$ cat src/hdl/icache_pkg.sv
package icache_pkg;

    // address and data
    localparam int addr_w = 32;
    localparam int data_w = 32;

    // line geometry, 64 byte lines
    localparam int words_per_line = 16;
    localparam int word_sel_w = 4;          // addr 5:2
    localparam int line_off_w = 6;

    // set and way geometry
    localparam int num_sets = 4;
    localparam int set_sel_w = 2;           // addr 7:6
    localparam int num_ways = 4;
    localparam int way_sel_w = 2;

    localparam int tag_w = 24;              // addr 31:8

    // m_arlen values, beats minus one
    localparam logic [3:0] burst_line = 4'd15;
    localparam logic [3:0] burst_single = 4'd0;

    typedef enum logic [2:0] {
        st_idle,
        st_lookup,
        st_refill,
        st_uncached,
        st_respond
    } icache_state_e;

endpackage

$ cat src/hdl/icache_ctrl.sv
`timescale 1ns/1ps

module icache_ctrl (
    input  logic                         clk,
    input  logic                         rst_n,
    input  logic                         cache_ena,

    input  logic                         s_arvalid,
    input  logic [icache_pkg::addr_w-1:0] s_araddr,
    output logic                         s_rvalid,
    output logic [icache_pkg::data_w-1:0] s_rdata,

    output logic                         m_arvalid,
    output logic [icache_pkg::addr_w-1:0] m_araddr,
    output logic [3:0]                   m_arlen,
    input  logic                         m_arready,
    input  logic                         m_rvalid,
    input  logic                         m_rlast,
    input  logic [icache_pkg::data_w-1:0] m_rdata,

    output logic [icache_pkg::addr_w-1:0] req_addr,
    input  logic                         hit,
    input  logic [icache_pkg::data_w-1:0] rd_data,
    output logic                         fill_we,
    output logic                         fill_done
);
    import icache_pkg::*;

    icache_state_e state_q;

    logic              accept;
    logic              lookup_hit;
    logic              lookup_miss;
    logic              unc_beat;
    logic [addr_w-1:0] line_addr;

    assign accept      = (state_q == st_idle) && s_arvalid;
    assign lookup_hit  = (state_q == st_lookup) && hit;
    assign lookup_miss = (state_q == st_lookup) && !hit;
    assign unc_beat    = (state_q == st_uncached) && m_rvalid;
    assign line_addr   = {req_addr[addr_w-1:line_off_w], {line_off_w{1'b0}}};

    // refill beats go straight to the line store
    assign fill_we   = (state_q == st_refill) && m_rvalid;
    assign fill_done = fill_we && m_rlast;

    always_ff @(posedge clk) begin
        if (!rst_n) begin
            state_q   <= st_idle;
            s_rvalid  <= 1'b0;
            m_arvalid <= 1'b0;
        end else begin
            if (m_arvalid && m_arready) begin
                m_arvalid <= 1'b0;          // address taken
            end
            case (state_q)
                st_idle: begin
                    if (s_arvalid) begin
                        if (cache_ena) begin
                            state_q <= st_lookup;
                        end else begin
                            state_q   <= st_uncached;
                            m_arvalid <= 1'b1;
                        end
                    end
                end
                st_lookup: begin
                    if (hit) begin
                        s_rvalid <= 1'b1;
                        state_q  <= st_respond;
                    end else begin
                        m_arvalid <= 1'b1;  // line refill
                        state_q   <= st_refill;
                    end
                end
                st_refill: begin
                    if (fill_done) begin
                        state_q <= st_lookup;   // retry, hits now
                    end
                end
                st_uncached: begin
                    if (m_rvalid) begin
                        s_rvalid <= 1'b1;
                        state_q  <= st_respond;
                    end
                end
                st_respond: begin
                    s_rvalid <= 1'b0;
                    state_q  <= st_idle;
                end
                default: begin
                    state_q <= st_idle;
                end
            endcase
        end
    end

    // request, memory address and response word
    always_ff @(posedge clk) begin
        if (accept) begin
            req_addr <= s_araddr;
        end
        if (accept && !cache_ena) begin
            m_araddr <= s_araddr;       // exact word, no fill
            m_arlen  <= burst_single;
        end else if (lookup_miss) begin
            m_araddr <= line_addr;
            m_arlen  <= burst_line;
        end
        if (lookup_hit) begin
            s_rdata <= rd_data;
        end else if (unc_beat) begin
            s_rdata <= m_rdata;
        end
    end

    // address phase held until memory takes it
    assert property (@(posedge clk) disable iff (!rst_n)
        (m_arvalid && !m_arready) |=>
            (m_arvalid && $stable(m_araddr) && $stable(m_arlen)))
        else $error("m_arvalid dropped or address changed before m_arready");

    assert property (@(posedge clk) disable iff (!rst_n)
        s_rvalid |=> !s_rvalid)
        else $error("s_rvalid high for two cycles");

endmodule

$ cat config.mk
export PLATFORM = sky130hd
export DESIGN_NAME = icache_ctrl
export DESIGN_NICKNAME = d
export VERILOG_FILES = /design/src/hdl/icache_pkg.sv /design/src/hdl/icache_ctrl.sv
export SDC_FILE = /design/constraint.sdc
export NUM_CORES = 1
export LEC_CHECK = 0
export BUFFER_PORTS_ARGS = -buffer_cell sky130_fd_sc_hd__clkbuf_2
export CORE_MARGIN = 8
export CORE_UTILIZATION = 35
export DETAILED_ROUTE_END_ITERATION = 16
export HOLD_SLACK_MARGIN = 0.12
export PLACE_DENSITY = 0.76
export SYNTH_ARGS = -nofsm -noshare
export SYNTH_HDL_FRONTEND = slang
export SYNTH_SLANG_ARGS = --single-unit
$ cat constraint.sdc
create_clock -name clk -period 3.6 [get_ports clk]
set_input_delay 0.18 -clock clk [delete_from_list [all_inputs] [get_ports clk]]
set_output_delay 0.18 -clock clk [all_outputs]
set_load 0.01 [all_outputs]
== Yosys cells after proc, flatten, opt, wreduce, memory -nomap -nowiden ==
Index checks and enable logic that the tools add are counted.
W data, S select, Z words.

* Register bits after elaboration: 102
* Input bits: 104
* Output and inout bits: 104
* Logic and storage cells: 49

* Equal/unequal tests: 8
* Mux-type cells: 18
* Reductions and logical operators: 16

{| class="wikitable"
|+ Operators by type and width
! kind !! count
|-
| $mux W32 || 4
|-
| $mux W3 || 4
|-
| $pmux W3 S4 || 1
|-
| $logic_and A1 B1 Y1 || 8
|-
| $ne A2 B2 Y1 const B || 4
|-
| $eq A3 B2 Y1 const B || 2
|-
| $mux W1 || 6
|-
| $reduce_and A3 Y1 || 2
|-
| $reduce_bool A2 Y1 || 2
|-
| $eq A3 B1 Y1 const B || 1
|-
| $eq A3 B3 Y1 const B || 1
|-
| $logic_not A3 Y1 || 1
|-
| $pmux W1 S3 || 1
|-
| $reduce_bool A3 Y1 || 1
|-
| $logic_not A1 Y1 || 2
|-
| $mux W2 || 1
|-
| $pmux W1 S2 || 1
|}

== Depth between registers and ports, before layout ==
* Depth in word-level cells: 5
* Depth in mapped cells: 5
* Gate-level depth less buffers: 3

== Least setup slack after synthesis ==
Ideal clock, no wire load.

* Path kind: register -> register
* From: register state_q[0]
* To: register m_araddr[0] (netlist name) (enable)
* Setup time: 0.461 ns
* Data arrival time: 2.855 ns
* Data required time: 3.139 ns
* Slack: 0.284 ns
* Cell stages (with the launch flop): 4
* Path buffers: 0
* Period minus slack after synthesis: 3.316 ns
* Cells stage by stage: dfxtp_1 > nand2b_1 > a2bb2oi_1 > nor3_1

* Longest elaborated chain between the ends: 4

{| class="wikitable"
|+ Ends and longest elaborated chain
! item !! line !! source
|-
| start: declaration || icache_ctrl.sv:29 || <nowiki>icache_state_e state_q;</nowiki>
|-
| start signal: assignment || icache_ctrl.sv:49 || <nowiki>state_q <= st_idle;</nowiki>
|-
| start signal: assignment || icache_ctrl.sv:60 || <nowiki>state_q <= st_lookup;</nowiki>
|-
| start signal: assignment || icache_ctrl.sv:62 || <nowiki>state_q <= st_uncached;</nowiki>
|-
| $logic_not A3 Y1 || icache_ctrl.sv:37 || <nowiki>assign accept = (state_q == st_idle) && s_arvalid;</nowiki>
|-
| $logic_and A1 B1 Y1 || icache_ctrl.sv:37 ||
|-
| $logic_and A1 B1 Y1 || icache_ctrl.sv:103 || <nowiki>if (accept && !cache_ena) begin</nowiki>
|-
| $reduce_bool A2 Y1 (no source line) (*) || - ||
|-
| end signal: assignment || icache_ctrl.sv:104 || <nowiki>m_araddr <= s_araddr;</nowiki>
|-
| end signal: assignment || icache_ctrl.sv:107 || <nowiki>m_araddr <= line_addr;</nowiki>
|-
| end: declaration || icache_ctrl.sv:14 || <nowiki>output logic [icache_pkg::addr_w-1:0] m_araddr,</nowiki>
|}

Mark *: on every way between the ends. The rest lies on a longest branch, timed or not.
A chain may end at the register's enable or synchronous reset.

== Final worst setup path ==
* From: register state_q[1]
* To: output port fill_done

* Longest elaborated chain between the ends: 3

{| class="wikitable"
|+ Ends and longest elaborated chain
! item !! line !! source
|-
| $eq A3 B2 Y1 || icache_ctrl.sv:44 || <nowiki>assign fill_we = (state_q == st_refill) && m_rvalid;</nowiki>
|-
| $logic_and A1 B1 Y1 || icache_ctrl.sv:44 ||
|-
| $logic_and A1 B1 Y1 || icache_ctrl.sv:45 || <nowiki>assign fill_done = fill_we && m_rlast;</nowiki>
|-
| end: declaration || icache_ctrl.sv:25 || <nowiki>output logic fill_done</nowiki>
|}

Every way passes these cells.

==> results.ini <==
[synth]
avgSynthCellArea_um2=18.9
yosysWarningCount=0
synth_ff_type=edfxtp_1
synth_edf_count=96
syn_inst=211
ys_seq_area_frac=0.752
ys_types=25
async_flop_share=0
syn-num-nets=315
syn_area_mm2=0.00399
ys_ff_latch=102

[global_route]
grt_max_degree=33
grtUsageTotal=0.140
grt_pass1_wl_um=16200
grt_remaining_overflow=0
grt_pass1_vias=3116
antenna_found_initial=0

[worst_setup_path]
crit_path_end_kind=primary output
start_kind=register
crit_path_top_delay_cell=dfxtp_1
worstPathCellList=inv_1 > nor4_1 > and2_1 > clkbuf_2
cp_max_fo=8
rrSetupSlack_ns=1.75
critical-path-max-stage-delay_ns=0.61
path_class=register to primary output
cp.arrival_ns=1.81
required_ns=3.42

[place]
globalplace.congestion=0.767
port_buffers=207
dpl.hpwl_um=8280
post-place-ws_ns=1.73

[finish]
fill_cells=941
mostFrequentLayoutCells=207 x clkbuf_2, 96 x edfxtp_1, 57 x mux2_2
layout_commonest_cell=clkbuf_2
diodes=0
drive_above_1_share=0.630
nets=561
area_growth_pct=46.2

[floorplan]
initial_core_util=0.354
io_pins=208
die_y_um=123
dieArea_mm2=0.0151
num_rows=39
coreArea_mm2=0.0113
die_x_um=123

[routing]
drt-total-wl_um=10800
drtIter0Drc=140
route.detailed.drc=0
avgRoutedWirePerCell_um=17.8
ant_nets=0
drtPass1Iterations=6
vias=2798
avgViaCountPerCell=4.62

[cts]
numCtsBuffers=9
cts-root-buf=clkbuf_16
cts.sinks=102
insertion_delay_ns=0.33
cts_resized=0
cts_tree=done
postCtsSetupBuffers=0
hold_buffers=33
clk_pin_slew_ns=0.07
clock_path_buffers=2
cts.htree.levels=3

[timing]
finalCritPeriodShare=0.554
worst_clock_skew_ns=0.00564
finalMaxSlewViolations=0
fin_setup_tns_ns=0
fmax_mhz=501
rsz0062_at_grt=no
fin_crit_ns=1.99
finalSetupViolations=0
finalHoldViolations=0
timing.slew.headroom=0.693
timing.final.ws_setup_ns=1.61
tightest_slew_ns=0.460

[power]
leakagePower_uw=0.00244
worst_ir_drop_vdd_mv=0.232
pwr_density_cell_mw_per_mm2=506

[run_status]
status=complete, no violations

[min_path]
hp-class=primary input to register

[run]
cap_violations=0

cell families after synthesis:
group / after synthesis / synth area share
flip-flops: 102 / 0.752
buffers and inverters: 16 / 0.0279
multiplexers: 59 / 0.166
AND/OR/NAND/NOR: 26 / 0.0401
AO/OA/AOI/OAI: 8 / 0.0135
where the power goes:
part | leakage, uW | switching [uW] | total, uW | internal (uW)
sequential | 0.000945 | 48.0 | 1480 | 1430
clock | 0.000156 | 405 | 1030 | 630
combinational | 0.00134 | 225 | 438 | 213
registers in the layout, summed over array words and instances, names as in the netlist:
| signal | flops |
|---|---|
| s_rvalid | 1 |
| m_arlen | 1 |
| s_rdata | 32 |
| req_addr | 32 |
| m_araddr | 32 |
| state_q | 3 |
| m_arvalid | 1 |
worst paths after layout:
check,end,startpoint,cells after the start
max,fill_done,state_q[1]$_SDFFE_PN0P_,4
min,s_rdata[4]$_DFFE_PP_,m_rdata[4],2
min reg2reg,s_rvalid$_SDFFE_PN0P_,s_rvalid$_SDFFE_PN0P_,2
max reg2reg,m_araddr[19]$_DFFE_PP_,state_q[0]$_SDFFE_PN0P_,4
layout make-up:
class | count | area [um^2] | share of cell area
tap | 143 | 179 | 0.0307
clock buffer | 11 | 243 | 0.0416
inverter | 4 | 15.0 | 0.00257
timing repair buffer | 247 | 1420 | 0.243
sequential | 102 | 3000 | 0.514
clock inverter | 5 | 81.3 | 0.0139
multi-input combinational | 93 | 897 | 0.154
cells in the mapped netlist (3+ instances only):
cell      count  area [um^2]
and2_1        7         43.8
edfxtp_1     96         2880
nor2_1        5         18.8
nand2_1       3         11.3
nor3_1        4         20.0
dfxtp_1       6          120
mux2_2       57          642
buf_4         7         52.6
buf_6         3         33.8
inv_1         4         15.0
per-layer routing:
layer,up-vias,global-route usage,part of all wire
li1,1297,-,-
met1,1336,0.146,0.36
met2,154,0.233,0.48
met3,11,0.0745,0.14
met4,0,0.0594,0.017
met5,-,0,0
critical path, delay by kind of cell, from the launching register on:
family,cells,cell delay [ns]
buffers and inverters,2,0.30
and+or+nand+nor,2,0.58
DFF,1,0.61
per-stage QoR:
step                total power (uW)   util  cells  hold WS (ns)  instance area (um^2)
CTS                             3000  0.518    605         0.130                  5840
detailed placement              1930  0.460    556         0.371                  5180
finish                          2950  0.518    605         0.145                  5840
global placement                1910  0.460    556         0.370                  5180
global route                    3080  0.518    605         0.133                  5840
floorplan                       1730      -    211         0.279                  3990
Note: power is estimated with default switching activity, not from simulation.
