==> src/hdl/icache_pkg.sv <==
package icache_pkg;

    // address and data
    localparam int addr_w = 32;
    localparam int data_w = 32;

    // line geometry, 64 byte lines
    localparam int words_per_line = 16;
    localparam int word_sel_w = 4;          // addr 5:2
    localparam int line_off_w = 6;

    // set and way geometry
    localparam int num_sets = 4;
    localparam int set_sel_w = 2;           // addr 7:6
    localparam int num_ways = 4;
    localparam int way_sel_w = 2;

    localparam int tag_w = 24;              // addr 31:8

    // m_arlen values, beats minus one
    localparam logic [3:0] burst_line = 4'd15;
    localparam logic [3:0] burst_single = 4'd0;

    typedef enum logic [2:0] {
        st_idle,
        st_lookup,
        st_refill,
        st_uncached,
        st_respond
    } icache_state_e;

endpackage

==> src/hdl/icache_tag_store.sv <==
`timescale 1ns/1ps

module icache_tag_store (
    input  logic                            clk,
    input  logic                            rst_n,
    input  logic [icache_pkg::addr_w-1:0]    req_addr,
    output logic                            hit,
    output logic [icache_pkg::way_sel_w-1:0] hit_way,
    output logic [icache_pkg::way_sel_w-1:0] fill_way,
    input  logic                            fill_done
);
    import icache_pkg::*;

    logic [tag_w-1:0]     tag_q [num_sets][num_ways];
    logic [num_ways-1:0]  valid_q [num_sets];
    logic [way_sel_w-1:0] fifo_ptr [num_sets];

    logic [set_sel_w-1:0] set_idx;
    logic [tag_w-1:0]     req_tag;
    logic [num_ways-1:0]  way_hit;

    assign set_idx = req_addr[line_off_w +: set_sel_w];
    assign req_tag = req_addr[addr_w-1 -: tag_w];

    // oldest way of the set gets the next refill
    assign fill_way = fifo_ptr[set_idx];

    always_comb begin
        for (int w = 0; w < num_ways; w++) begin
            way_hit[w] = valid_q[set_idx][w] && (tag_q[set_idx][w] == req_tag);
        end
    end

    assign hit = |way_hit;

    always_comb begin
        hit_way = '0;
        for (int w = 0; w < num_ways; w++) begin
            if (way_hit[w]) begin
                hit_way = way_sel_w'(w);
            end
        end
    end

    always_ff @(posedge clk) begin
        if (fill_done) begin
            tag_q[set_idx][fill_way] <= req_tag;
        end
    end

    always_ff @(posedge clk) begin
        if (!rst_n) begin
            for (int s = 0; s < num_sets; s++) begin
                valid_q[s]  <= '0;
                fifo_ptr[s] <= '0;
            end
        end else if (fill_done) begin
            valid_q[set_idx][fill_way] <= 1'b1;
            fifo_ptr[set_idx]          <= fifo_ptr[set_idx] + 1'b1;   // wraps over 4 ways
        end
    end

    // a line is only refilled after a miss, so no tag lives twice in a set
    assert property (@(posedge clk) disable iff (!rst_n)
        $onehot0(way_hit))
        else $error("more than one way hit in set %0d", set_idx);

endmodule

==> config.mk <==
export PLATFORM = sky130hd
export DESIGN_NAME = icache_tag_store
export DESIGN_NICKNAME = d
export VERILOG_FILES = /design/src/hdl/icache_pkg.sv /design/src/hdl/icache_tag_store.sv
export SDC_FILE = /design/constraint.sdc
export NUM_CORES = 1
export LEC_CHECK = 0
export BUFFER_PORTS_ARGS = -buffer_cell sky130_fd_sc_hd__buf_2
export CAP_MARGIN = 5
export CORE_ASPECT_RATIO = 0.7
export CORE_MARGIN = 2
export CORE_UTILIZATION = 45
export CTS_CLUSTER_DIAMETER = 40
export DETAILED_ROUTE_END_ITERATION = 7
export SYNTH_ARGS = -nofsm -noshare
export SYNTH_HDL_FRONTEND = slang
export SYNTH_SLANG_ARGS = --single-unit
==> constraint.sdc <==
create_clock -name clk -period 8.44 [get_ports clk]
set_clock_uncertainty 0.1 [all_clocks]
set_input_delay 0.844 -clock clk [delete_from_list [all_inputs] [get_ports clk]]
set_output_delay 0.844 -clock clk [all_outputs]
set_load 0.02 [all_outputs]
---- After elaboration in Yosys (flattened, before gate mapping) ----
Memory sizes are Yosys's and may differ from the RTL's.
Cells that the tools add are included.
word-level totals
  register bits ........................... 0
  bits in writable memories ............... 408
  input port bits ......................... 35
  output and inout bits ................... 5
  word-level logic and storage cells ...... 41
  memories ................................ 3
memories
  name      words  bits a word  rd ports  clocked after Yosys merged registers in  wr ports  line                    source
  tag_q     4      96           1         0                                        1         icache_tag_store.sv:14  logic [tag_w-1:0] tag_q [num_sets][num_ways];
  valid_q   4      4            1         0                                        4         icache_tag_store.sv:15  logic [num_ways-1:0] valid_q [num_sets];
  fifo_ptr  4      2            1         0                                        4         icache_tag_store.sv:16  logic [way_sel_w-1:0] fifo_ptr [num_sets];
cells by class
  add/subtract/negate cells ............... 1
  magnitude comparators ................... 4
  equal/unequal tests ..................... 4
  multiplexer cells ....................... 19
  bitwise operators ....................... 1
  reductions and logical operators ........ 9
operator list
  operator             count
  $eq 24x24->1         4
  $mux 96              1
  $demux 24 s2         1
  $mux 24              1
  $mux 4               3
  $mux 2               5
  $reduce_or 4->1      2
  $mux 1               7
  $logic_and 1x1->1    6
  $ge 3x3->1 const B   1
  $lt 2x3->1 const B   1
  $lt 3x1->1 const B   1
  $not 2->3            1
  $add 2x1->2 const B  1
  $demux 1 s2          1
  $ge 2x1->1 const B   1
  $reduce_or 2->1      1

---- Logic depth before layout (Yosys ltp) ----
Gate-level depths: netlist (run 1).
An unclocked memory read counts as a cell.
  depth in word-level cells ............... 8
  depth in mapped cells ................... 11
  mapped depth without buffers ............ 7

---- Worst setup path before layout (run 1) ----
OpenSTA, ideal clock, no wires.
  path type ............................... input to register
  start ................................... in req_addr[7] (netlist name)
  end ..................................... mem valid_q[0][1] (enable)
  library setup time ...................... 299 ps
  arrival ................................. 4775 ps
  required time ........................... 8041 ps
  path slack .............................. 3266 ps
  stages on the path ...................... 11
  buffers on the path ..................... 5
  cell sequence ........................... buf_2 -> buf_2 -> clkbuf_1 -> clkbuf_1 -> buf_2 -> mux4_2 -> inv_1 -> ha_1 -> nand2_1 -> nor3_1 -> nand2b_1
RTL lines
  element      line                    source
  from (decl)  icache_tag_store.sv:6   input logic [icache_pkg::addr_w-1:0] req_addr,
  to (decl)    icache_tag_store.sv:15

---- Final worst setup path (run 1) ----
  start ................................... in req_addr[6] (netlist name)
  end ..................................... out hit
on the way
  longest elaborated chain between the ends .. 4
  elaborated cells on any way between the ends .. 11
  those cells by class .................... 4 x eq/ne; 5 x reduce/logical; 2 x memory
RTL lines
  element              line                    source
  $mem_v2 4x96         n/a
  $eq 24x24->1         icache_tag_store.sv:30  way_hit[w] = valid_q[set_idx][w] && (tag_q[set_idx][w] == req_tag);
  $logic_and 1x1->1    icache_tag_store.sv:30
  $reduce_or 4->1 (*)  icache_tag_store.sv:34  assign hit = |way_hit;
  to (decl)            icache_tag_store.sv:7   output logic hit,
Mark *: on every way between the ends. The rest lies on a longest branch, timed or not.

==> impl_metrics.toml, run 1 <==
[status]
status = "finished, final reports clean"

[floorplan]
die_area_um2 = 39200
core_um2 = 37100
num_rows = 59
start_util_pct = 45.6
die_w_um = 236
die_h_um = 166
io-pin-count = 40

[placement]
gp_congestion = 0.755
place_area_um2 = 17600
io_buffer_count = 33
dp_hpwl_um = 20600

[drt]
drc = 0
wl_per_cell_um = 23.5
drtIter0Drc = 657
drt_wl_total_um = 35200
dr.pass1.iters = 5
vias = 8381
drtAntennaViolNets = 0
vias_per_cell = 5.59

[power_and_ir_drop]
ir_drop_v = 0.000170
total_power_uw = 4380
leakage_uw = 0.00622
power_density_nw_per_um2 = 231

[timing]
post-route-period-util_pct = 62.5
fmax_ghz = 0.189
relSlewSlack_pct = 35.7
min_period_ns = 5.28
maxSlewViolCount = 0
rsz0062_at_grt = "no"
tightest_slew_ns = 0.965
setup_viol = 0
hold_viol = 0
setup_tns_ns = 0

[flow_run]
maxCapViolations = 0

[global_route]
grtUsageTotal_pct = 18.1
grt_pass1_wl_um = 52800
grt_pass1_vias = 8333
antenna_found_initial = 0
grt_max_degree = 86
grt_overflow_total = 0

[synth]
synth_top_flop_cell = "edfxtp_1"
yosysMostFrequentCell = "edfxtp_1"
netlist_area_um2 = 16900
synth-seq-cells = 408
postSynthCellCount = 938
synth.top_cell.area_share_pct = 72.3
ys_async_sr_fraction_pct = 0
syn-num-nets = 977
yosysTopAreaCell = "edfxtp_1"
synth_edf_count = 408
seq_area_frac_synth_pct = 72.3
netlist_top_cells_count = "edfxtp_1 (408), mux2i_1 (75), xnor2_1 (72)"
yosysUniqueCellTypes = 52
synthTopCellsByArea = "edfxtp_1 (72%), mux4_2 (7.0%), mux2i_1 (4.4%)"
synth_area_per_cell_um2 = 18.1
yosys_warnings = 0

[critical_path]
critPathLaunch = "req_addr[6]"
arrival_ns = 4.33
worst_r2r_startpoint = "fifo_ptr[1][0]$_SDFFCE_PN0P_"
crit_fanout = 85
path_class = "primary input to output port"
crit_path_end_kind = "output port"
startpoint_type = "primary input"
required_ns = 7.50

[clock_tree]
clockBufferDepth = 3
ctsResizeCount = 0
cts_inserted_buffers = 40
cts_tree = "yes"
clock_latency_ns = 0.53
root_buffer = "clkbuf_16"
cts_hold_buf = 0
htreeDepth = 2
clkTransAtPathRegs_ns = 0.06
post_cts_buffers = 0
cts.sinks = 408

[cells_and_area]
drive_gt1_share_pct = 19.0
area_delta_synth_final_pct = 12.0
final_area_um2 = 19000
fin_nets = 1021
fin_util_pct = 51.1

[min_path]
hold_path.startpoint = "fifo_ptr[2][0]$_SDFFCE_PN0P_"
hold_class = "flip-flop to flip-flop"
per-stage QoR:
stage / setup slack, ns / std cells / hold slack, ns
2_1_floorplan: 3.27 / 938 / 0.432
3_3_place_gp: 3.18 / 1428 / 0.459
3_5_place_dp: 3.11 / 1428 / 0.459
4_1_cts: 3.10 / 1499 / 0.467
5_1_grt: 2.91 / 1499 / 0.482
6_report: 3.16 / 1500 / 0.466
worst paths after layout:
check / slack (ns) / to / cells past startpoint
max: 3.16 / hit / 10
min: 0.47 / fifo_ptr[2][0]$_SDFFCE_PN0P_ / 1
max reg2reg: 5.44 / tag_q[1][36]$_DFFE_PP_ / 6
min reg2reg: 0.47 / fifo_ptr[2][0]$_SDFFCE_PN0P_ / 1
cell families (layout without fill, tap and decap cells):
group / Yosys count / after routing / synth area share [%]
multiplexers: 140 / 140 / 13.1
AND/OR/NAND/NOR: 135 / 135 / 3.88
buffers and inverters: 71 / 144 / 2.33
XOR/XNOR: 84 / 84 / 4.39
AO/OA/AOI/OAI: 96 / 96 / 3.69
adder cells (fa/ha/maj): 4 / 4 / 0.296
flip-flops: 408 / 408 / 72.3
other: 0 / 1 / 0
cells in the final DEF, fill, tap and decap left out, drive strengths merged, types with 11 or more instances in the layout:
| master | n |
|---|---|
| a21oi | 16 |
| buf | 58 |
| clkbuf | 47 |
| clkinv | 11 |
| edfxtp | 408 |
| inv | 19 |
| mux2i | 75 |
| mux4 | 62 |
| nand2 | 42 |
| nand4 | 14 |
| nor2 | 26 |
| nor3 | 14 |
| o21ai | 34 |
| xnor2 | 73 |
| xor2 | 11 |
sequential cells by signal, summed over array words and instances, names as in the netlist:
register	flops
valid_q	16
tag_q	384
fifo_ptr	8
metal layers:
layer  track usage, %  routed length [um]
met2             26.6               15600
met3             2.61                1670
met4             4.07                 460
met5                0                   0
met1             28.5               17500
where the power goes:
| part | switching [uW] | internal, uW | total [uW] | leakage (uW) |
|---|---|---|---|---|
| combinational | 175 | 100 | 275 | 0.00186 |
| clock | 744 | 1080 | 1820 | 0.000645 |
| sequential | 8.45 | 2270 | 2280 | 0.00372 |
| total | 928 | 3450 | 4380 | 0.00622 |
worst max-delay path, stage by stage:
cell and delay, ns:
buf_8 0.67, buf_12 0.40, mux4_2 0.58, xnor2_1 0.17, nand2_1 0.11, a2111oi_0 0.42, o2111ai_1 0.44, o31ai_4 0.19
a211o_1 0.18, buf_2 0.18
cell type report:
type | instances | area (um2)
inverters | 15 | 56.3
clock inverters | 24 | 289
diodes | 1 | 2.50
clock buffers | 47 | 1050
flip-flops and latches | 408 | 12300
well taps | 488 | 611
multi-input cells | 459 | 4330
repair buffers | 58 | 378
fillers | 3010 | 18200
No activity file was read; power rests on OpenSTA's default activity.
==> run 2, diff against run 1 <==
==> constraint.sdc (replaced) <==
create_clock -name clk -period 5.5 [get_ports clk]
set_clock_uncertainty 0.1 [all_clocks]
set_input_delay 0.55 -clock clk [delete_from_list [all_inputs] [get_ports clk]]
set_output_delay 0.55 -clock clk [all_outputs]
set_load 0.02 [all_outputs]
==> impl_metrics.toml, run 2 (synthesized netlist as in run 1, its figures left out) <==
[critical_path]
required_ns = 4.85
rrSetupSlack_ns = 2.78
crit_fanout = 44
path_class = "primary input to output port"
r2r.worst_path.cells = 6
startpoint_type = "primary input"
arrival_ns = 3.51
crit_path_end_kind = "output port"

[power_and_ir_drop]
power_density_nw_per_um2 = 360
comb_power_share_pct = 6.4
leakage_uw = 0.00633
p_clk_share_pct = 43.0
ir_drop_v = 0.000204
intPower_uw = 5430
total_power_uw = 6910
switching_power_uw = 1480
netSwitchingFraction_pct = 21.4
sequentialPowerShare_pct = 50.6

[cells_and_area]
drive_gt1_share_pct = 20.4
reg_top3 = "tag_q (384), valid_q (16), fifo_ptr (8)"
final_area_um2 = 19200
area_delta_synth_final_pct = 13.3
top_register = "tag_q"
fillCellCount = 2990
fin_nets = 1038
mostFrequentLayoutCells = "edfxtp_1 (408), mux2i_1 (75), xnor2_1 (72)"
layoutNonFillerInstCount = 1517
multi_input_area_um2 = 4330
layout_commonest_cell = "edfxtp_1"
seqCellArea_um2 = 12300
largest_reg_flops = 384

[placement]
gp_congestion = 0.809
place_area_um2 = 17700
dp_hpwl_um = 22200
dp_cells = 1441
io_buffer_count = 33
pre_cts_ws_ns = 1.26

[clock_tree]
post_cts_buffers = 0
root_buffer = "clkbuf_16"
cts.sinks = 408
htreeDepth = 2
cts_tree = "yes"
cts_hold_buf = 0
clkTransAtPathRegs_ns = 0.06
clock_latency_ns = 0.54
cts_inserted_buffers = 44
ctsResizeCount = 0
clockBufferDepth = 3

[timing]
maxSlewViolCount = 0
hold_viol = 0
fmax_ghz = 0.240
post-route-period-util_pct = 75.7
tightest_slew_ns = 0.790
setup_viol = 0
setup_tns_ns = 0
rsz0062_at_grt = "no"
fin_ws_ns = 1.34
relSlewSlack_pct = 47.3
min_period_ns = 4.16

[flow_run]
maxCapViolations = 0

[floorplan]
io-pin-count = 40
start_util_pct = 45.6
num_rows = 59
core_um2 = 37100
die_h_um = 166
die_area_um2 = 39200
die_w_um = 236

[global_route]
grt_overflow_total = 0
grtUsageTotal_pct = 19.2
antenna_found_initial = 0
grt_max_degree = 55
grt_pass1_wl_um = 55600
grt_pass1_vias = 8469

[drt]
dr.pass1.iters = 7
drtIter0Drc = 840
vias_per_cell = 5.66
drtAntennaViolNets = 0
vias = 8590
wl_per_cell_um = 24.4
drt_wl_total_um = 37000
drc = 0

[status]
status = "finished, final reports clean"

[min_path]
worstHoldPathCells = 1
hold_class = "primary input to flip-flop"
run 2: cell types whose count changed in the layout (fill, tap and decap cells not counted), sizes merged:
cell	previous run	this run
clkbuf	47	52
clkinv	11	10
buf	58	71
inv	19	18
clkinvlp	3	4
run 2: power groups by stage:
stage	sequential, uW	clock, uW	combinational (uW)
after floorplan	3560	0	284
after global placement	3560	0	440
after detailed placement	3560	0	444
after CTS	3500	3040	445
after global routing	3500	3160	480
final	3500	2970	440
run 2: per-stage QoR:
stage	util [%]	hold slack [ns]
finish	51.7	0.312
global route	51.7	0.302
global placement	47.8	0.465
CTS	51.7	0.274
floorplan	-	0.432
detailed placement	47.8	0.460
run 2: layer usage:
metal | track usage, % | up-vias | wire length [um]
met5 | 0 | - | 0
met4 | 3.93 | 0 | 509
met3 | 3.89 | 42 | 2290
met2 | 27.9 | 241 | 16100
met1 | 30.0 | 4472 | 18100
li1 | - | 3835 | -
run 2: worst max-delay path, stage by stage:
cell and delay [ns]:
buf_8 0.39, buf_4 0.46, mux4_2 0.57, xnor2_1 0.15
nand3_1 0.09, or4_4 0.57, o31ai_4 0.29, a211o_1 0.19
buf_2 0.18
run 2: final timing paths:
check                          startpoint                      endpoint
max                           req_addr[6]                           hit
max reg2reg  fifo_ptr[1][0]$_SDFFCE_PN0P_        tag_q[1][26]$_DFFE_PP_
min reg2reg  fifo_ptr[0][0]$_SDFFCE_PN0P_  fifo_ptr[0][0]$_SDFFCE_PN0P_
min                          req_addr[17]         tag_q[3][9]$_DFFE_PP_
run 2: layout make-up:
class	count	area share [%]
repair buffers	71	2.54
well taps	488	3.18
flip-flops and latches	408	63.8
clock buffers	52	6.00
diodes	1	0.0130
multi-input cells	459	22.6
inverters	15	0.293
clock inverters	23	1.54
==> run 3, diff against run 2 <==
==> constraint.sdc (replaced) <==
create_clock -name clk -period 4.1 [get_ports clk]
set_clock_uncertainty 0.1 [all_clocks]
set_input_delay 0.41 -clock clk [delete_from_list [all_inputs] [get_ports clk]]
set_output_delay 0.41 -clock clk [all_outputs]
set_load 0.02 [all_outputs]
==> impl_metrics.toml, run 3 (synthesized netlist as in run 1, its figures left out) <==
[status]
status = "finished, final reports clean"

[floorplan]
io-pin-count = 40
die_w_um = 236
num_rows = 59
start_util_pct = 45.6
core_um2 = 37100
die_area_um2 = 39200
die_h_um = 166

[placement]
io_buffer_count = 33
place_area_um2 = 18000
dp_cells = 1459
gp_congestion = 0.773
dp_hpwl_um = 23600

[clock_tree]
cts.sinks = 408
clockBufferDepth = 3
clkTransAtPathRegs_ns = 0.06
cts_tree = "yes"
cts_inserted_buffers = 43
root_buffer = "clkbuf_16"
htreeDepth = 2
cts_hold_buf = 0
clock_latency_ns = 0.54

[timing]
setup_tns_ns = 0
rsz0062_at_grt = "no"
setup_viol = 0
min_period_ns = 3.79
hold_viol = 0
relSlewSlack_pct = 52.6
tightest_slew_ns = 0.709
post-route-period-util_pct = 92.5
fin_hold_ws_ns = 0.0472
fmax_ghz = 0.264
maxSlewViolCount = 0

[cells_and_area]
layoutNonFillerInstCount = 1532
final_area_um2 = 19300
area_delta_synth_final_pct = 13.8
drive_gt1_share_pct = 21.4
mostFrequentLayoutCells = "edfxtp_1 (408), mux2i_1 (75), xnor2_1 (72)"
fin_nets = 1055
largest_reg_flops = 384
top_register = "tag_q"
reg_top3 = "tag_q (384), valid_q (16), fifo_ptr (8)"
layout_commonest_cell = "edfxtp_1"
antennaDiodeCount = 0

[critical_path]
rrSetupSlack_ns = 1.60
required_ns = 3.59
worst_r2r_startpoint = "fifo_ptr[0][0]$_SDFFCE_PN0P_"
r2r.worst_path.cells = 6
crit_end = "hit"
r2r_end = "tag_q[1][94]$_DFFE_PP_"
arrival_ns = 3.28
startpoint_type = "flip-flop"
crit_path_end_kind = "output port"
path_class = "flip-flop to output port"
critPathLaunch = "tag_q[3][3]$_DFFE_PP_"
crit_fanout = 2

[global_route]
grtUsageTotal_pct = 19.9
grt_overflow_total = 0
grt_max_degree = 54
antenna_found_initial = 1
grt_pass1_wl_um = 57800
grt_pass1_vias = 8908

[drt]
drtAntennaViolNets = 0
drt_wl_total_um = 37900
vias = 8683
vias_per_cell = 5.67
drc = 0
dr.pass1.iters = 5
drtIter0Drc = 737
wl_per_cell_um = 24.7

[min_path]
hold_class = "primary input to flip-flop"
hold_path.startpoint = "req_addr[9]"

[power_and_ir_drop]
power_density_nw_per_um2 = 466
leakage_uw = 0.00640
ir_drop_v = 0.000373

[flow_run]
maxCapViolations = 0
==> run 3: routing by layer <==
layer / routed length [um] / track usage (%) / vias to the layer above
li1: - / - / 3887
met1: 18800 / 31.2 / 4524
met2: 16500 / 29.1 / 219
met3: 1880 / 3.19 / 53
met4: 709 / 5.10 / 0
met5: 0 / 0 / -
==> run 3: critical path, cell delays in order (launching register included) <==
cell and delay (ns):
edfxtp_1 0.37, mux4_2 0.48, xnor2_1 0.46, nand4_1 0.21, nor4_1 0.38, buf_4 0.18
o2111ai_1 0.21, o31ai_4 0.12, a211o_1 0.15, buf_2 0.16
==> run 3: final cells by class <==
type                    count  area [um2]
well taps                 488         611
clock inverters            22         170
clock buffers              51        1150
fillers                  2969       17900
flip-flops and latches    408       12300
repair buffers             89         686
inverters                  15        56.3
multi-input cells         459        4350
==> run 3: what timing repair did <==
| action | in CTS | in global routing |
|---|---|---|
| endpoints found under the setup margin | 0 | 2 |
| gates resized for setup | 0 | 1 |
| setup buffers | 0 | 0 |
| endpoints found under the hold margin | 0 | 0 |
==> run 3: power breakdown <==
group | total (uW) | switching [uW] | internal [uW]
clock network | 3670 | 1550 | 2120
registers | 4690 | 17.1 | 4680
logic | 617 | 389 | 228
total | 8980 | 1960 | 7020
==> run 3: worst min path at each step <==
stage / endpoint / cells after the start
6_report: tag_q[0][1]$_DFFE_PP_ / 1
5_1_grt: tag_q[0][1]$_DFFE_PP_ / 1
4_1_cts: tag_q[0][1]$_DFFE_PP_ / 1
3_5_place_dp: fifo_ptr[2][0]$_SDFFCE_PN0P_ / 1
3_3_place_gp: fifo_ptr[2][0]$_SDFFCE_PN0P_ / 1
2_1_floorplan: tag_q[0][0]$_DFFE_PP_ / 0
==> run 3: per-stage QoR <==
step	power, uW	setup slack (ns)	util [%]
after global routing	9270	0.109	51.9
after floorplan	5160	0.0903	-
after global placement	5390	0.346	48.3
after CTS	9070	0.150	51.9
final	8980	0.305	51.9
after detailed placement	5400	0.270	48.3
